<file path="src/source/ecc_pkg.sv">
package ecc_pkg;

    // codeword geometry.
    localparam int DATA_W = 28;
    localparam int PAR_W  = 7;

    typedef logic [DATA_W-1:0] ecc_data_t;
    typedef logic [PAR_W-1:0]  ecc_parity_t;

    // ------------------------------
    // check bit generation
    // ------------------------------

    // each check bit is the xor of a fixed set of data bits.
    // bit 5 only guards the two top data bits.
    function automatic ecc_parity_t ecc_parity(input ecc_data_t d);
        ecc_parity_t p;
        p[0] = d[0] ^ d[1] ^ d[3] ^ d[4] ^ d[6] ^ d[8] ^ d[10] ^ d[11] ^
               d[13] ^ d[15] ^ d[17] ^ d[19] ^ d[21] ^ d[23] ^ d[25] ^ d[26];
        p[1] = d[0] ^ d[2] ^ d[3] ^ d[5] ^ d[6] ^ d[9] ^ d[10] ^ d[12] ^
               d[13] ^ d[16] ^ d[17] ^ d[20] ^ d[21] ^ d[24] ^ d[25] ^ d[27];
        p[2] = d[1] ^ d[2] ^ d[3] ^ d[7] ^ d[8] ^ d[9] ^ d[10] ^ d[14] ^
               d[15] ^ d[16] ^ d[17] ^ d[22] ^ d[23] ^ d[24] ^ d[25];
        p[3] = d[4] ^ d[5] ^ d[6] ^ d[7] ^ d[8] ^ d[9] ^ d[10] ^ d[18] ^
               d[19] ^ d[20] ^ d[21] ^ d[22] ^ d[23] ^ d[24] ^ d[25];
        p[4] = d[11] ^ d[12] ^ d[13] ^ d[14] ^ d[15] ^ d[16] ^ d[17] ^ d[18] ^
               d[19] ^ d[20] ^ d[21] ^ d[22] ^ d[23] ^ d[24] ^ d[25];
        p[5] = d[26] ^ d[27];
        p[6] = d[0] ^ d[1] ^ d[2] ^ d[4] ^ d[5] ^ d[7] ^ d[10] ^ d[11] ^
               d[12] ^ d[14] ^ d[17] ^ d[18] ^ d[21] ^ d[23] ^ d[24] ^
               d[26] ^ d[27];
        return p;
    endfunction

endpackage

</file>
<file path="src/source/mem_cmd_pkg.sv">
package mem_cmd_pkg;

    // scratch array size.
    localparam int MEM_DEPTH = 24;
    localparam int ADDR_W    = 5;

    // error counters saturate at all ones.
    localparam int CNT_W = 8;

    typedef logic [ADDR_W-1:0] mem_addr_t;
    typedef logic [CNT_W-1:0]  err_cnt_t;

    // codes 6 and 7 are illegal.
    typedef enum logic [2:0] {
        OP_NOP      = 3'd0,
        OP_WRITE    = 3'd1,
        OP_READ     = 3'd2,
        OP_READ_RAW = 3'd3,
        OP_FLIP     = 3'd4,
        OP_CLR_CNT  = 3'd5
    } mem_op_e;

    typedef enum logic [1:0] {
        ST_OK            = 2'd0,
        ST_CORRECTED     = 2'd1,
        ST_UNCORRECTABLE = 2'd2,
        ST_BAD_CMD       = 2'd3
    } rsp_status_e;

endpackage

</file>
<file path="src/source/ecc_cmd_if.sv">
interface ecc_cmd_if
    import ecc_pkg::*, mem_cmd_pkg::*;
();

    // one strobe per command, fields hold only while it is high.
    logic        valid;
    mem_op_e     op;
    mem_addr_t   addr;
    ecc_data_t   data;

    // check bit flip pattern, used by OP_FLIP only.
    ecc_parity_t pflip;

    // command was rejected in decode.
    logic        bad;

    modport src (
        output valid,
        output op,
        output addr,
        output data,
        output pflip,
        output bad
    );

    modport dst (
        input valid,
        input op,
        input addr,
        input data,
        input pflip,
        input bad
    );

endinterface

</file>
<file path="src/source/ecc_word_if.sv">
interface ecc_word_if
    import ecc_pkg::*, mem_cmd_pkg::*;
();

    // one strobe per command, fields hold only while it is high.
    logic        valid;
    mem_op_e     op;
    logic        bad;

    // codeword as fetched from the array.
    ecc_data_t   data;
    ecc_parity_t parity;

    modport src (
        output valid,
        output op,
        output bad,
        output data,
        output parity
    );

    modport dst (
        input valid,
        input op,
        input bad,
        input data,
        input parity
    );

endinterface

</file>
<file path="src/source/ecc_secded_28.sv">
module ecc_secded_28
    import ecc_pkg::*;
(
    input  ecc_data_t   data_in,
    input  ecc_parity_t parity_in,
    input  logic        bypass,
    output ecc_data_t   data_out,
    output ecc_parity_t parity_out,
    output ecc_data_t   mask,
    output logic        sbit_err,
    output logic        dbit_err
);

    ecc_parity_t syndrome;
    logic        err_single;
    logic        err_double;

    assign parity_out = ecc_parity(data_in);
    assign syndrome   = parity_in ^ parity_out;

    // ------------------------------
    // syndrome decode
    // ------------------------------

    // each data bit has its own odd syndrome.
    always_comb begin
        mask       = '0;
        err_single = 1'b1;
        err_double = 1'b0;
        case (syndrome)
            7'b0000000: err_single = 1'b0;
            7'b1000011: mask[0]  = 1'b1;
            7'b1000101: mask[1]  = 1'b1;
            7'b1000110: mask[2]  = 1'b1;
            7'b0000111: mask[3]  = 1'b1;
            7'b1001001: mask[4]  = 1'b1;
            7'b1001010: mask[5]  = 1'b1;
            7'b0001011: mask[6]  = 1'b1;
            7'b1001100: mask[7]  = 1'b1;
            7'b0001101: mask[8]  = 1'b1;
            7'b0001110: mask[9]  = 1'b1;
            7'b1001111: mask[10] = 1'b1;
            7'b1010001: mask[11] = 1'b1;
            7'b1010010: mask[12] = 1'b1;
            7'b0010011: mask[13] = 1'b1;
            7'b1010100: mask[14] = 1'b1;
            7'b0010101: mask[15] = 1'b1;
            7'b0010110: mask[16] = 1'b1;
            7'b1010111: mask[17] = 1'b1;
            7'b1011000: mask[18] = 1'b1;
            7'b0011001: mask[19] = 1'b1;
            7'b0011010: mask[20] = 1'b1;
            7'b1011011: mask[21] = 1'b1;
            7'b0011100: mask[22] = 1'b1;
            7'b1011101: mask[23] = 1'b1;
            7'b1011110: mask[24] = 1'b1;
            7'b0011111: mask[25] = 1'b1;
            7'b1100001: mask[26] = 1'b1;
            7'b1100010: mask[27] = 1'b1;
            // a flipped check bit leaves the data alone.
            7'b1000000, 7'b0100000, 7'b0010000, 7'b0001000,
            7'b0000100, 7'b0000010, 7'b0000001: begin
                mask = '0;
            end
            default: begin
                err_single = 1'b0;
                err_double = 1'b1;
            end
        endcase
    end

    // ------------------------------
    // correction and flags
    // ------------------------------

    assign data_out = bypass ? data_in : data_in ^ mask;
    assign sbit_err = !bypass && err_single;
    assign dbit_err = !bypass && err_double;

endmodule

</file>
<file path="src/source/cmd_decode.sv">
module cmd_decode
    import ecc_pkg::*, mem_cmd_pkg::*;
(
    input  logic        clk,
    input  logic        rst,
    input  logic        cmd_valid,
    input  logic [2:0]  cmd_op,
    input  mem_addr_t   cmd_addr,
    input  ecc_data_t   cmd_data,
    input  ecc_parity_t cmd_pflip,
    ecc_cmd_if.src      cmd
);

    mem_op_e op_in;
    logic    op_bad;
    logic    uses_addr;
    logic    addr_bad;
    logic    cmd_bad;

    // opcode check.
    always_comb begin
        op_in     = mem_op_e'(cmd_op);
        op_bad    = 1'b0;
        uses_addr = 1'b0;
        case (cmd_op)
            OP_NOP, OP_CLR_CNT: uses_addr = 1'b0;
            OP_WRITE, OP_READ, OP_READ_RAW, OP_FLIP: uses_addr = 1'b1;
            default: op_bad = 1'b1;
        endcase
    end

    // address only matters for array commands.
    assign addr_bad = uses_addr && (cmd_addr >= ADDR_W'(MEM_DEPTH));
    assign cmd_bad  = op_bad || addr_bad;

    always_ff @(posedge clk) begin
        if (rst) begin
            cmd.valid <= 1'b0;
        end else begin
            cmd.valid <= cmd_valid;
        end
    end

    // rejected commands turn into a nop so nothing downstream acts on them.
    always_ff @(posedge clk) begin
        if (cmd_valid) begin
            cmd.op    <= cmd_bad ? OP_NOP : op_in;
            cmd.addr  <= cmd_addr;
            cmd.data  <= cmd_data;
            cmd.pflip <= cmd_pflip;
            cmd.bad   <= cmd_bad;
        end
    end

endmodule

</file>
<file path="src/source/mem_execute.sv">
module mem_execute
    import ecc_pkg::*, mem_cmd_pkg::*;
(
    input  logic    clk,
    input  logic    rst,
    ecc_cmd_if.dst  cmd,
    ecc_word_if.src word
);

    // ------------------------------
    // codeword array
    // ------------------------------

    ecc_data_t   mem_data [MEM_DEPTH];
    ecc_parity_t mem_par  [MEM_DEPTH];
    ecc_parity_t wr_par;

    assign wr_par = ecc_parity(cmd.data);

    // writes store fresh check bits, flips corrupt the stored word in place.
    always_ff @(posedge clk) begin
        if (cmd.valid) begin
            case (cmd.op)
                OP_WRITE: begin
                    mem_data[cmd.addr] <= cmd.data;
                    mem_par[cmd.addr]  <= wr_par;
                end
                OP_FLIP: begin
                    mem_data[cmd.addr] <= mem_data[cmd.addr] ^ cmd.data;
                    mem_par[cmd.addr]  <= mem_par[cmd.addr] ^ cmd.pflip;
                end
                default: begin
                end
            endcase
        end
    end

    // ------------------------------
    // fetch
    // ------------------------------

    always_ff @(posedge clk) begin
        if (rst) begin
            word.valid <= 1'b0;
        end else begin
            word.valid <= cmd.valid;
        end
    end

    // old contents go out, except a write which returns what it stored.
    always_ff @(posedge clk) begin
        if (cmd.valid) begin
            word.op  <= cmd.op;
            word.bad <= cmd.bad;
            if (cmd.op == OP_WRITE) begin
                word.data   <= cmd.data;
                word.parity <= wr_par;
            end else begin
                word.data   <= mem_data[cmd.addr];
                word.parity <= mem_par[cmd.addr];
            end
        end
    end

endmodule

</file>
<file path="src/source/result_check.sv">
module result_check
    import ecc_pkg::*, mem_cmd_pkg::*;
(
    input  logic        clk,
    input  logic        rst,
    ecc_word_if.dst     word,
    output logic        rsp_valid,
    output rsp_status_e rsp_status,
    output ecc_data_t   rsp_data,
    output ecc_parity_t rsp_parity,
    output err_cnt_t    sbit_cnt,
    output err_cnt_t    dbit_cnt
);

    ecc_data_t   fix_data;
    logic        sbit_err;
    logic        dbit_err;
    logic        is_read;
    rsp_status_e status_nxt;

    assign is_read = (word.op == OP_READ);

    ecc_secded_28 u_secded (
        .data_in    (word.data),
        .parity_in  (word.parity),
        .bypass     (word.op == OP_READ_RAW),
        .data_out   (fix_data),
        .parity_out (),
        .mask       (),
        .sbit_err   (sbit_err),
        .dbit_err   (dbit_err)
    );

    // only a corrected read reports the codec's verdict.
    always_comb begin
        status_nxt = ST_OK;
        if (word.bad) begin
            status_nxt = ST_BAD_CMD;
        end else if (is_read && dbit_err) begin
            status_nxt = ST_UNCORRECTABLE;
        end else if (is_read && sbit_err) begin
            status_nxt = ST_CORRECTED;
        end
    end

    always_ff @(posedge clk) begin
        if (word.valid) begin
            rsp_status <= status_nxt;
            rsp_data   <= is_read ? fix_data : word.data;
            rsp_parity <= word.parity;
        end
    end

    // ------------------------------
    // response strobe and counters
    // ------------------------------

    always_ff @(posedge clk) begin
        if (rst) begin
            rsp_valid <= 1'b0;
            sbit_cnt  <= '0;
            dbit_cnt  <= '0;
        end else begin
            rsp_valid <= word.valid;
            if (word.valid && word.op == OP_CLR_CNT) begin
                sbit_cnt <= '0;
                dbit_cnt <= '0;
            end else if (word.valid && is_read) begin
                if (sbit_err && sbit_cnt != '1) begin
                    sbit_cnt <= sbit_cnt + 1'b1;
                end
                if (dbit_err && dbit_cnt != '1) begin
                    dbit_cnt <= dbit_cnt + 1'b1;
                end
            end
        end
    end

endmodule

</file>
<file path="src/source/ecc_mem_top.sv">
module ecc_mem_top
    import ecc_pkg::*, mem_cmd_pkg::*;
(
    input  logic        clk,
    input  logic        rst,
    input  logic        cmd_valid,
    input  logic [2:0]  cmd_op,
    input  mem_addr_t   cmd_addr,
    input  ecc_data_t   cmd_data,
    input  ecc_parity_t cmd_pflip,
    output logic        rsp_valid,
    output rsp_status_e rsp_status,
    output ecc_data_t   rsp_data,
    output ecc_parity_t rsp_parity,
    output err_cnt_t    sbit_cnt,
    output err_cnt_t    dbit_cnt
);

    // decode -> execute -> result, one register per stage.
    ecc_cmd_if  cmd_bus ();
    ecc_word_if word_bus ();

    cmd_decode u_decode (
        .clk       (clk),
        .rst       (rst),
        .cmd_valid (cmd_valid),
        .cmd_op    (cmd_op),
        .cmd_addr  (cmd_addr),
        .cmd_data  (cmd_data),
        .cmd_pflip (cmd_pflip),
        .cmd       (cmd_bus.src)
    );

    mem_execute u_execute (
        .clk  (clk),
        .rst  (rst),
        .cmd  (cmd_bus.dst),
        .word (word_bus.src)
    );

    result_check u_result (
        .clk        (clk),
        .rst        (rst),
        .word       (word_bus.dst),
        .rsp_valid  (rsp_valid),
        .rsp_status (rsp_status),
        .rsp_data   (rsp_data),
        .rsp_parity (rsp_parity),
        .sbit_cnt   (sbit_cnt),
        .dbit_cnt   (dbit_cnt)
    );

endmodule

</file>
<file path="config.mk">
export PLATFORM = sky130hd
export DESIGN_NAME = ecc_mem_top
export DESIGN_NICKNAME = d
export VERILOG_FILES = /design/src/source/ecc_pkg.sv /design/src/source/mem_cmd_pkg.sv /design/src/source/ecc_cmd_if.sv /design/src/source/ecc_word_if.sv /design/src/source/ecc_secded_28.sv /design/src/source/cmd_decode.sv /design/src/source/mem_execute.sv /design/src/source/result_check.sv /design/src/source/ecc_mem_top.sv
export SDC_FILE = /design/constraint.sdc
export NUM_CORES = 1
export LEC_CHECK = 0
export BUFFER_PORTS_ARGS = -buffer_cell sky130_fd_sc_hd__buf_2
export CAP_MARGIN = 20
export CORE_UTILIZATION = 25
export DETAILED_ROUTE_END_ITERATION = 6
export PLACE_DENSITY = 0.5
export REMOVE_ABC_BUFFERS = 1
export SYNTH_ARGS = -nofsm -noshare
export SYNTH_HDL_FRONTEND = slang
export SYNTH_SLANG_ARGS = --single-unit
</file>
<file path="constraint.sdc">
create_clock -name clk -period 11.42 [get_ports clk]
set_input_delay 2.284 -clock clk [delete_from_list [all_inputs] [get_ports clk]]
set_output_delay 2.284 -clock clk [all_outputs]
set_load 0.005 [all_outputs]
</file>
==> impl_metrics.json, run 1 <==
{
  "number_of_i_o_port_buffers": 99,
  "layout-drive-gt1-share": 0.282,
  "ioPinCount": 100,
  "synth_top_cell_area_share": 0.728,
  "cts.path.max_buffers": 3,
  "htree_levels": 3,
  "ys_seq_area_frac": 0.740,
  "cell_type_of_the_slowest_stage_on_the_worst_timing_path": "sky130_fd_sc_hd__buf_4",
  "grt-ovfl-total": 0,
  "path_cells": "buf_4 > buf_12 > mux4_2 > mux4_2 > o21ai_0 > nor2_1 > xor2_2",
  "setup_fix_bufs_post_cts": 0,
  "cp_data_required_time_ns": 11.81,
  "leakage_nw": 14.5,
  "route.antenna.remaining_nets": 0,
  "vias_in_the_first_global_route": 20200,
  "die_area_sq_um": 160000,
  "hold_path.class": "reg -> reg",
  "initial_utilization": 0.253,
  "drc": 0,
  "tritoncts_clock_tree": "yes",
  "cts_inserted_buffers": 101,
  "vdd_ir_drop_max_mv": 0.111,
  "worstPathBufferInverterCount": 2,
  "rsz0062_at_grt": "no",
  "postSynth.topFlopCell": "sky130_fd_sc_hd__edfxtp_1",
  "drv_slew": 0,
  "antenna_found_initial": 4,
  "cpPeakStageDelay_ns": 0.71,
  "finish.net_count": 2172,
  "dpl_cell_area_sq_um": 43100,
  "synth_async_sr_flop_share": 0,
  "floorplan.rows": 145,
  "setup_viol": 0,
  "grt_first_pass_wirelength_mm": 159,
  "synth-seq-cells": 984,
  "tightest_slew_ns": 1.06,
  "antenna_cell_count": 0,
  "run_status": "finished, final reports clean",
  "gp_congestion": 0.797,
  "route.final.wire_length_mm": 115,
  "timing.slew.headroom": 0.292,
  "critical-path-top-delay-family": "buffers and inverters",
  "cts_sinks": 984,
  "final_design_area_no_fill_sq_um": 46300,
  "detailroute.via_count": 20100,
  "final_period_minus_worst_setup_slack_ns": 4.51,
  "wl_per_cell_um": 26.9,
  "critical_path_peak_fanout": 133,
  "syn2layout_area_growth_pct": 16.9,
  "top_achievable_clock_speed_ghz": 0.221,
  "drt_iter0_markers": 2384,
  "cellPowerDensity_nw_per_um2": 192,
  "timing.critical_path.to_type": "register",
  "start_kind": "register",
  "postCtsHoldBufs": 0,
  "worst-endpoint-arrival_ns": 4.90,
  "post_synthesis_cell_count": 1938,
  "clock_latency_ns": 0.71,
  "cp_common_cell": "sky130_fd_sc_hd__mux4_2",
  "syn-cell-area_sq_um": 39600,
  "clock-skew-final_ns": 0.0483,
  "worst-setup-path-type": "reg -> reg",
  "synth_cell_types": 67,
  "finalWorstSetupSlack_ns": 6.91,
  "ctsResizeCount": 0,
  "drt_pass1_iterations": 7,
  "synth_edf_count": 960,
  "synth_largest_area_cell": "sky130_fd_sc_hd__edfxtp_1",
  "avgViaCountPerCell": 4.72,
  "yosys_warnings": 0,
  "floorplan.die.height_um": 400,
  "final_min_period_over_clock_period": 0.395,
  "fp.coreArea_sq_um": 157000,
  "grt_start_max_net_pins": 134,
  "finalHoldViolations": 0,
  "hpwlAfterDp_mm": 62.9,
  "post_synth_main_area_contributors": "sky130_fd_sc_hd__edfxtp_1, sky130_fd_sc_hd__mux4_2, sky130_fd_sc_hd__xnor2_1",
  "die_width_um": 400,
  "synth.avg_cell_area_sq_um": 20.4,
  "path_clk_slew_ns": 0.06,
  "max-cap-violations": 0,
  "worst_slack_at_placement_ns": 6.40,
  "total_global_routing_track_utilization": 0.142,
  "clock_tree_root_buffer_cell": "sky130_fd_sc_hd__clkbuf_16"
}
power by group:
part	switching (mW)	internal, mW
Combinational	0.900	0.519
Sequential	0.0892	4.24
Clock	1.41	1.74
Total	2.40	6.50
cell families (layout without fill, tap and decap cells):
logic type,after synthesis,after routing,share of synthesized area
DFF,984,984,0.740
muxes,292,292,0.152
and+or+nand+nor,263,263,0.0311
xor gates and xnor gates,188,188,0.0491
AOI/OAI and AO/OA,124,124,0.0191
buffers and inverters,85,353,0.00825
adders and majority gates,2,2,0.000632
path summary, 6_finish.rpt:
path                                                 start                             endpoint  slack (ns)  depth (start not counted)
worst max register to register                    register  u_execute.mem_data[4][13]$_DFFE_PP_        6.91                          7
worst min-delay path            u_decode.cmd.bad$_DFFE_PP_         u_execute.word.bad$_DFFE_PP_        0.42                          0
worst max-delay path                              register  u_execute.mem_data[4][13]$_DFFE_PP_        6.91                          7
worst min register to register  u_decode.cmd.bad$_DFFE_PP_         u_execute.word.bad$_DFFE_PP_        0.42                          0
placed cells by master, fill, tap and decap left out, types with 20 or more instances in the layout:
cell type,n
sky130_fd_sc_hd__edfxtp_1,960
sky130_fd_sc_hd__clkbuf_16,102
sky130_fd_sc_hd__o21ai_0,80
sky130_fd_sc_hd__nor2_4,24
sky130_fd_sc_hd__nor3_1,25
sky130_fd_sc_hd__buf_4,57
sky130_fd_sc_hd__mux2i_1,39
sky130_fd_sc_hd__xnor2_1,84
sky130_fd_sc_hd__clkbuf_1,20
sky130_fd_sc_hd__xor2_1,74
sky130_fd_sc_hd__mux4_2,245
sky130_fd_sc_hd__clkinv_1,27
sky130_fd_sc_hd__buf_2,98
sky130_fd_sc_hd__nand2_1,100
sky130_fd_sc_hd__nor2_1,53
metrics by stage:
step	power, mW	utilization	std cells	TNS (ns)	hold WS, ns
finish	8.90	0.295	4264	0	0.421
detailed placement	5.81	0.275	4076	0	0.407
CTS	8.96	0.295	4261	0	0.422
global route	9.22	0.295	4264	0	0.436
global placement	5.76	0.274	4066	0	0.424
floorplan	5.44	-	1856	-1.94	0.400
synthesized netlist by cell type, drive strengths merged, types with 3 or more instances:
library cell  instances
and2                  7
xor2                 85
a31oi                 3
clkbuf               55
buf                  27
nand2               100
a21bo                 3
xnor3                12
xnor2                90
and3                  3
nor3                 25
nand4                 7
and4                  3
nor2                 78
mux2                  8
nand3                 9
o21ai                85
mux4                245
nand3b                6
a41o                  3
dfxtp                24
inv                   3
edfxtp              960
a21oi                12
mux2i                39
nor2b                 4
or3                   7
nand2b                4
cell type report:
cell class / instances / area [sq um]
Clock buffer: 122 / 2630
Multi-Input combinational cell: 869 / 10200
Clock inverter: 63 / 500
Fill cell: 15300 / 110000
Tap cell: 2058 / 2570
Timing Repair Buffer: 165 / 1070
Inverter: 3 / 11.3
Sequential cell: 984 / 29300
state kept, by name, summed over array words and instances, names as in the netlist, 3 cells and up, named ones only:
name / flops
u_decode.cmd.op: 3
u_result.rsp_parity: 7
u_execute.word.data: 28
u_result.rsp_data: 28
u_result.sbit_cnt: 8
u_decode.cmd.pflip: 7
u_execute.word.op: 3
u_execute.mem_data: 672
u_decode.cmd.data: 28
u_execute.mem_par: 168
u_result.dbit_cnt: 8
u_decode.cmd.addr: 5
u_execute.word.parity: 7
per-layer routing:
layer / track usage / routed length (um) / vias up
met2: 0.215 / 51800 / 776
met1: 0.211 / 53200 / 11000
met5: 0 / 0 / -
li1: - / - / 8235
met3: 0.0281 / 7980 / 135
met4: 0.0283 / 1860 / 0
worst register-to-register path: stages (launching register included):
cell and delay [ns]:
sky130_fd_sc_hd__dfxtp_4 0.68, sky130_fd_sc_hd__buf_4 0.72, sky130_fd_sc_hd__buf_12 0.70, sky130_fd_sc_hd__mux4_2 0.65, sky130_fd_sc_hd__mux4_2 0.46, sky130_fd_sc_hd__o21ai_0 0.20, sky130_fd_sc_hd__nor2_1 0.11, sky130_fd_sc_hd__xor2_2 0.69
Power figures use the tool's default switching activity.
==> run 2, diff against run 1 <==
--- a/config.mk
+++ b/config.mk
@@ -5,6 +5,7 @@
 export SDC_FILE = /design/constraint.sdc
 export NUM_CORES = 1
 export LEC_CHECK = 0
+export ABC_AREA = 1
 export BUFFER_PORTS_ARGS = -buffer_cell sky130_fd_sc_hd__buf_2
 export CAP_MARGIN = 20
 export CORE_UTILIZATION = 25
==> constraint.sdc (replaced) <==
create_clock -name clk -period 4.5 [get_ports clk]
set_input_delay 0.9 -clock clk [delete_from_list [all_inputs] [get_ports clk]]
set_output_delay 0.9 -clock clk [all_outputs]
set_load 0.005 [all_outputs]
==> impl_metrics.json, run 2 <==
{
  "syn2layout_area_growth_pct": 16.8,
  "final_min_period_over_clock_period": 0.727,
  "violated_checks": "DRC",
  "route.final.wire_length_mm": 134,
  "die_width_um": 410,
  "htree_levels": 3,
  "leakage_nw": 16.3,
  "setup_viol": 0,
  "rsz0062_at_grt": "no",
  "cellPowerDensity_nw_per_um2": 461,
  "run_status": "finished, violations left",
  "worst-endpoint-arrival_ns": 3.62,
  "antenna_cell_count": 0,
  "final-seq-area_sq_um": 29300,
  "fp.coreArea_sq_um": 165000,
  "critical_path_peak_fanout": 115,
  "vdd_ir_drop_max_mv": 0.291,
  "synth_largest_area_cell": "sky130_fd_sc_hd__edfxtp_1",
  "floorplan.rows": 149,
  "cts_sinks": 984,
  "final_core_util": 0.295,
  "detailroute.via_count": 28000,
  "cell_type_of_the_slowest_stage_on_the_worst_timing_path": "sky130_fd_sc_hd__o21ai_0",
  "share_clk_of_total_power": 0.364,
  "cp_data_required_time_ns": 4.85,
  "ioPinCount": 100,
  "clock_tree_root_buffer_cell": "sky130_fd_sc_hd__clkbuf_16",
  "detailroute.wirelength.met2_mm": 62.0,
  "post_synth_main_area_contributors": "sky130_fd_sc_hd__edfxtp_1, sky130_fd_sc_hd__o21ai_0, sky130_fd_sc_hd__nor2_1",
  "routed-wl-met3_mm": 8.66,
  "switching_share": 0.280,
  "drt_iter0_markers": 2889,
  "layout-drive-gt1-share": 0.133,
  "antenna_found_initial": 6,
  "grt_start_max_net_pins": 167,
  "ys_seq_area_frac": 0.703,
  "largest_register_ffs": 672,
  "cpPeakStageDelay_ns": 0.83,
  "cts.path.max_buffers": 3,
  "cts_inserted_buffers": 101,
  "ctsResizeCount": 0,
  "clock-skew-final_ns": 0.0786,
  "wl_per_cell_um": 23.0,
  "timing.critical_path.to_type": "register",
  "multiInputGateArea_sq_um": 11200,
  "die_area_sq_um": 168000,
  "syn-cell-area_sq_um": 41700,
  "top_achievable_clock_speed_ghz": 0.306,
  "drv_slew": 0,
  "finish.net_count": 3582,
  "post_synthesis_cell_count": 3428,
  "total_switching_power_mw": 6.28,
  "tightest_slew_ns": 1.11,
  "synth-seq-cells": 984,
  "yosys_warnings": 0,
  "grt_first_pass_wirelength_mm": 192,
  "p_seq_frac": 0.488,
  "floorplan.die.height_um": 410,
  "most-common-layout-cells": "sky130_fd_sc_hd__edfxtp_1, sky130_fd_sc_hd__nor2_1, sky130_fd_sc_hd__o21ai_0, sky130_fd_sc_hd__nand2_1, sky130_fd_sc_hd__o221ai_1",
  "power.share.combinational": 0.148,
  "fin_setup_tns_ns": 0,
  "number_of_i_o_port_buffers": 99,
  "final_period_minus_worst_setup_slack_ns": 3.27,
  "synthMostInstantiatedCell": "sky130_fd_sc_hd__edfxtp_1",
  "tritoncts_clock_tree": "yes",
  "max-cap-violations": 0,
  "total_global_routing_track_utilization": 0.155,
  "synth_top_cell_area_share": 0.692,
  "largestRegisters": "u_execute.mem_data x672, u_execute.mem_par x168",
  "p_int_mw": 16.1,
  "route.antenna.remaining_nets": 0,
  "grt-ovfl-total": 0,
  "path_clk_slew_ns": 0.06,
  "hpwlAfterDp_mm": 76.1,
  "finalWorstSetupSlack_ns": 1.23,
  "gp_congestion": 0.829,
  "initial_utilization": 0.252,
  "worst-setup-path-type": "reg -> reg",
  "largest-register": "u_execute.mem_data",
  "synthTopCellsByCount": "sky130_fd_sc_hd__edfxtp_1, sky130_fd_sc_hd__nor2_1, sky130_fd_sc_hd__o21ai_0",
  "drt_pass1_iterations": 7,
  "vias_in_the_first_global_route": 26300,
  "synth_edf_count": 960,
  "hold_path.class": "in -> reg",
  "route.layer.met1.wl_mm": 60.2,
  "start_kind": "register",
  "timing.slew.headroom": 0.260,
  "postCtsHoldBufs": 0,
  "synth.avg_cell_area_sq_um": 12.2,
  "layout.cells.most_common": "sky130_fd_sc_hd__edfxtp_1",
  "setup_fix_bufs_post_cts": 0,
  "dr.max_layer_used": "met4",
  "postSynth.topFlopCell": "sky130_fd_sc_hd__edfxtp_1",
  "num-fill-cells": 16900,
  "path_cells": "inv_8 > buf_12 > nor2_1 > o221ai_1 > o21ai_0 > nand2_1 > nand2_1 > o21ai_0",
  "clock_latency_ns": 0.76,
  "finalHoldViolations": 0,
  "avgViaCountPerCell": 4.83,
  "worst_slack_at_placement_ns": 1.23,
  "synth_async_sr_flop_share": 0,
  "drc": 12,
  "synth_cell_types": 42
}
## run 2: cell types whose count changed after synthesis, sizes merged, moves of 38 or more
cell	previous run	this run
nor2	78	572
o21ai	85	490
nand2	100	420
mux4	245	0
o221ai	0	176
nand3	9	160
clkbuf	55	192
inv	3	113
mux2i	39	1
## run 2: layout make-up
| class | count | share of cell area |
|---|---|---|
| clock buffer | 128 | 0.0544 |
| clock inverter | 56 | 0.0111 |
| inverter | 118 | 0.00944 |
| multi-input combinational | 2107 | 0.231 |
| sequential | 984 | 0.603 |
| tap | 2189 | 0.0563 |
| timing repair buffer | 222 | 0.0351 |
## run 2: worst paths after layout
path              depth (start not counted)                       start  slack (ns)                               end
setup / recovery                          8                    register        1.23  u_execute.word.data[6]$_DFFE_PP_
hold / removal                            1                cmd_data[25]        0.33   u_decode.cmd.data[25]$_DFFE_PP_
setup reg to reg                          8                    register        1.23  u_execute.word.data[6]$_DFFE_PP_
hold reg to reg                           0  u_decode.cmd.bad$_DFFE_PP_        0.43      u_execute.word.bad$_DFFE_PP_
## run 2: critical path: cells and delay by family (launching register included)
kind,cells,cell delay (ns)
simple gates,3,0.28
buf+inv,2,0.98
flops,1,0.41
compound gates,3,1.16
## run 2: logic make-up after synthesis
family | share of synthesized area
DFF | 0.703
AOI/OAI and AO/OA | 0.109
and+or+nand+nor | 0.118
muxes | 0.000240
buffers and inverters | 0.0315
xor gates and xnor gates | 0.0371
adders and majority gates | 0.000600
## run 2: power groups by stage
stage                     registers [mW]  clock network [mW]  logic (mW)
after CTS                           10.9                8.34        3.32
after global routing                11.0                8.69        3.65
after detailed placement            11.1                   0        3.31
after floorplan                     11.2                   0        1.93
final                               10.9                8.17        3.31
after global placement              11.1                   0        3.29
## run 2: layer usage
layer  GRT usage  vias to the layer above
met5           0                        -
met4      0.0356                        0
met3      0.0225                      170
met2       0.249                     1006
met1       0.220                    14200
li1            -                    12600
## run 2: stage by stage
stage / hold WS (ns) / power, mW / std cells / cell area, sq um
2_1_floorplan: 0.400 / 13.1 / 3209 / 40800
3_3_place_gp: 0.420 / 14.4 / 5620 / 45500
3_5_place_dp: 0.421 / 14.5 / 5620 / 45500
4_1_cts: 0.281 / 22.6 / 5804 / 48700
5_1_grt: 0.287 / 23.3 / 5804 / 48700
6_report: 0.331 / 22.4 / 5804 / 48700
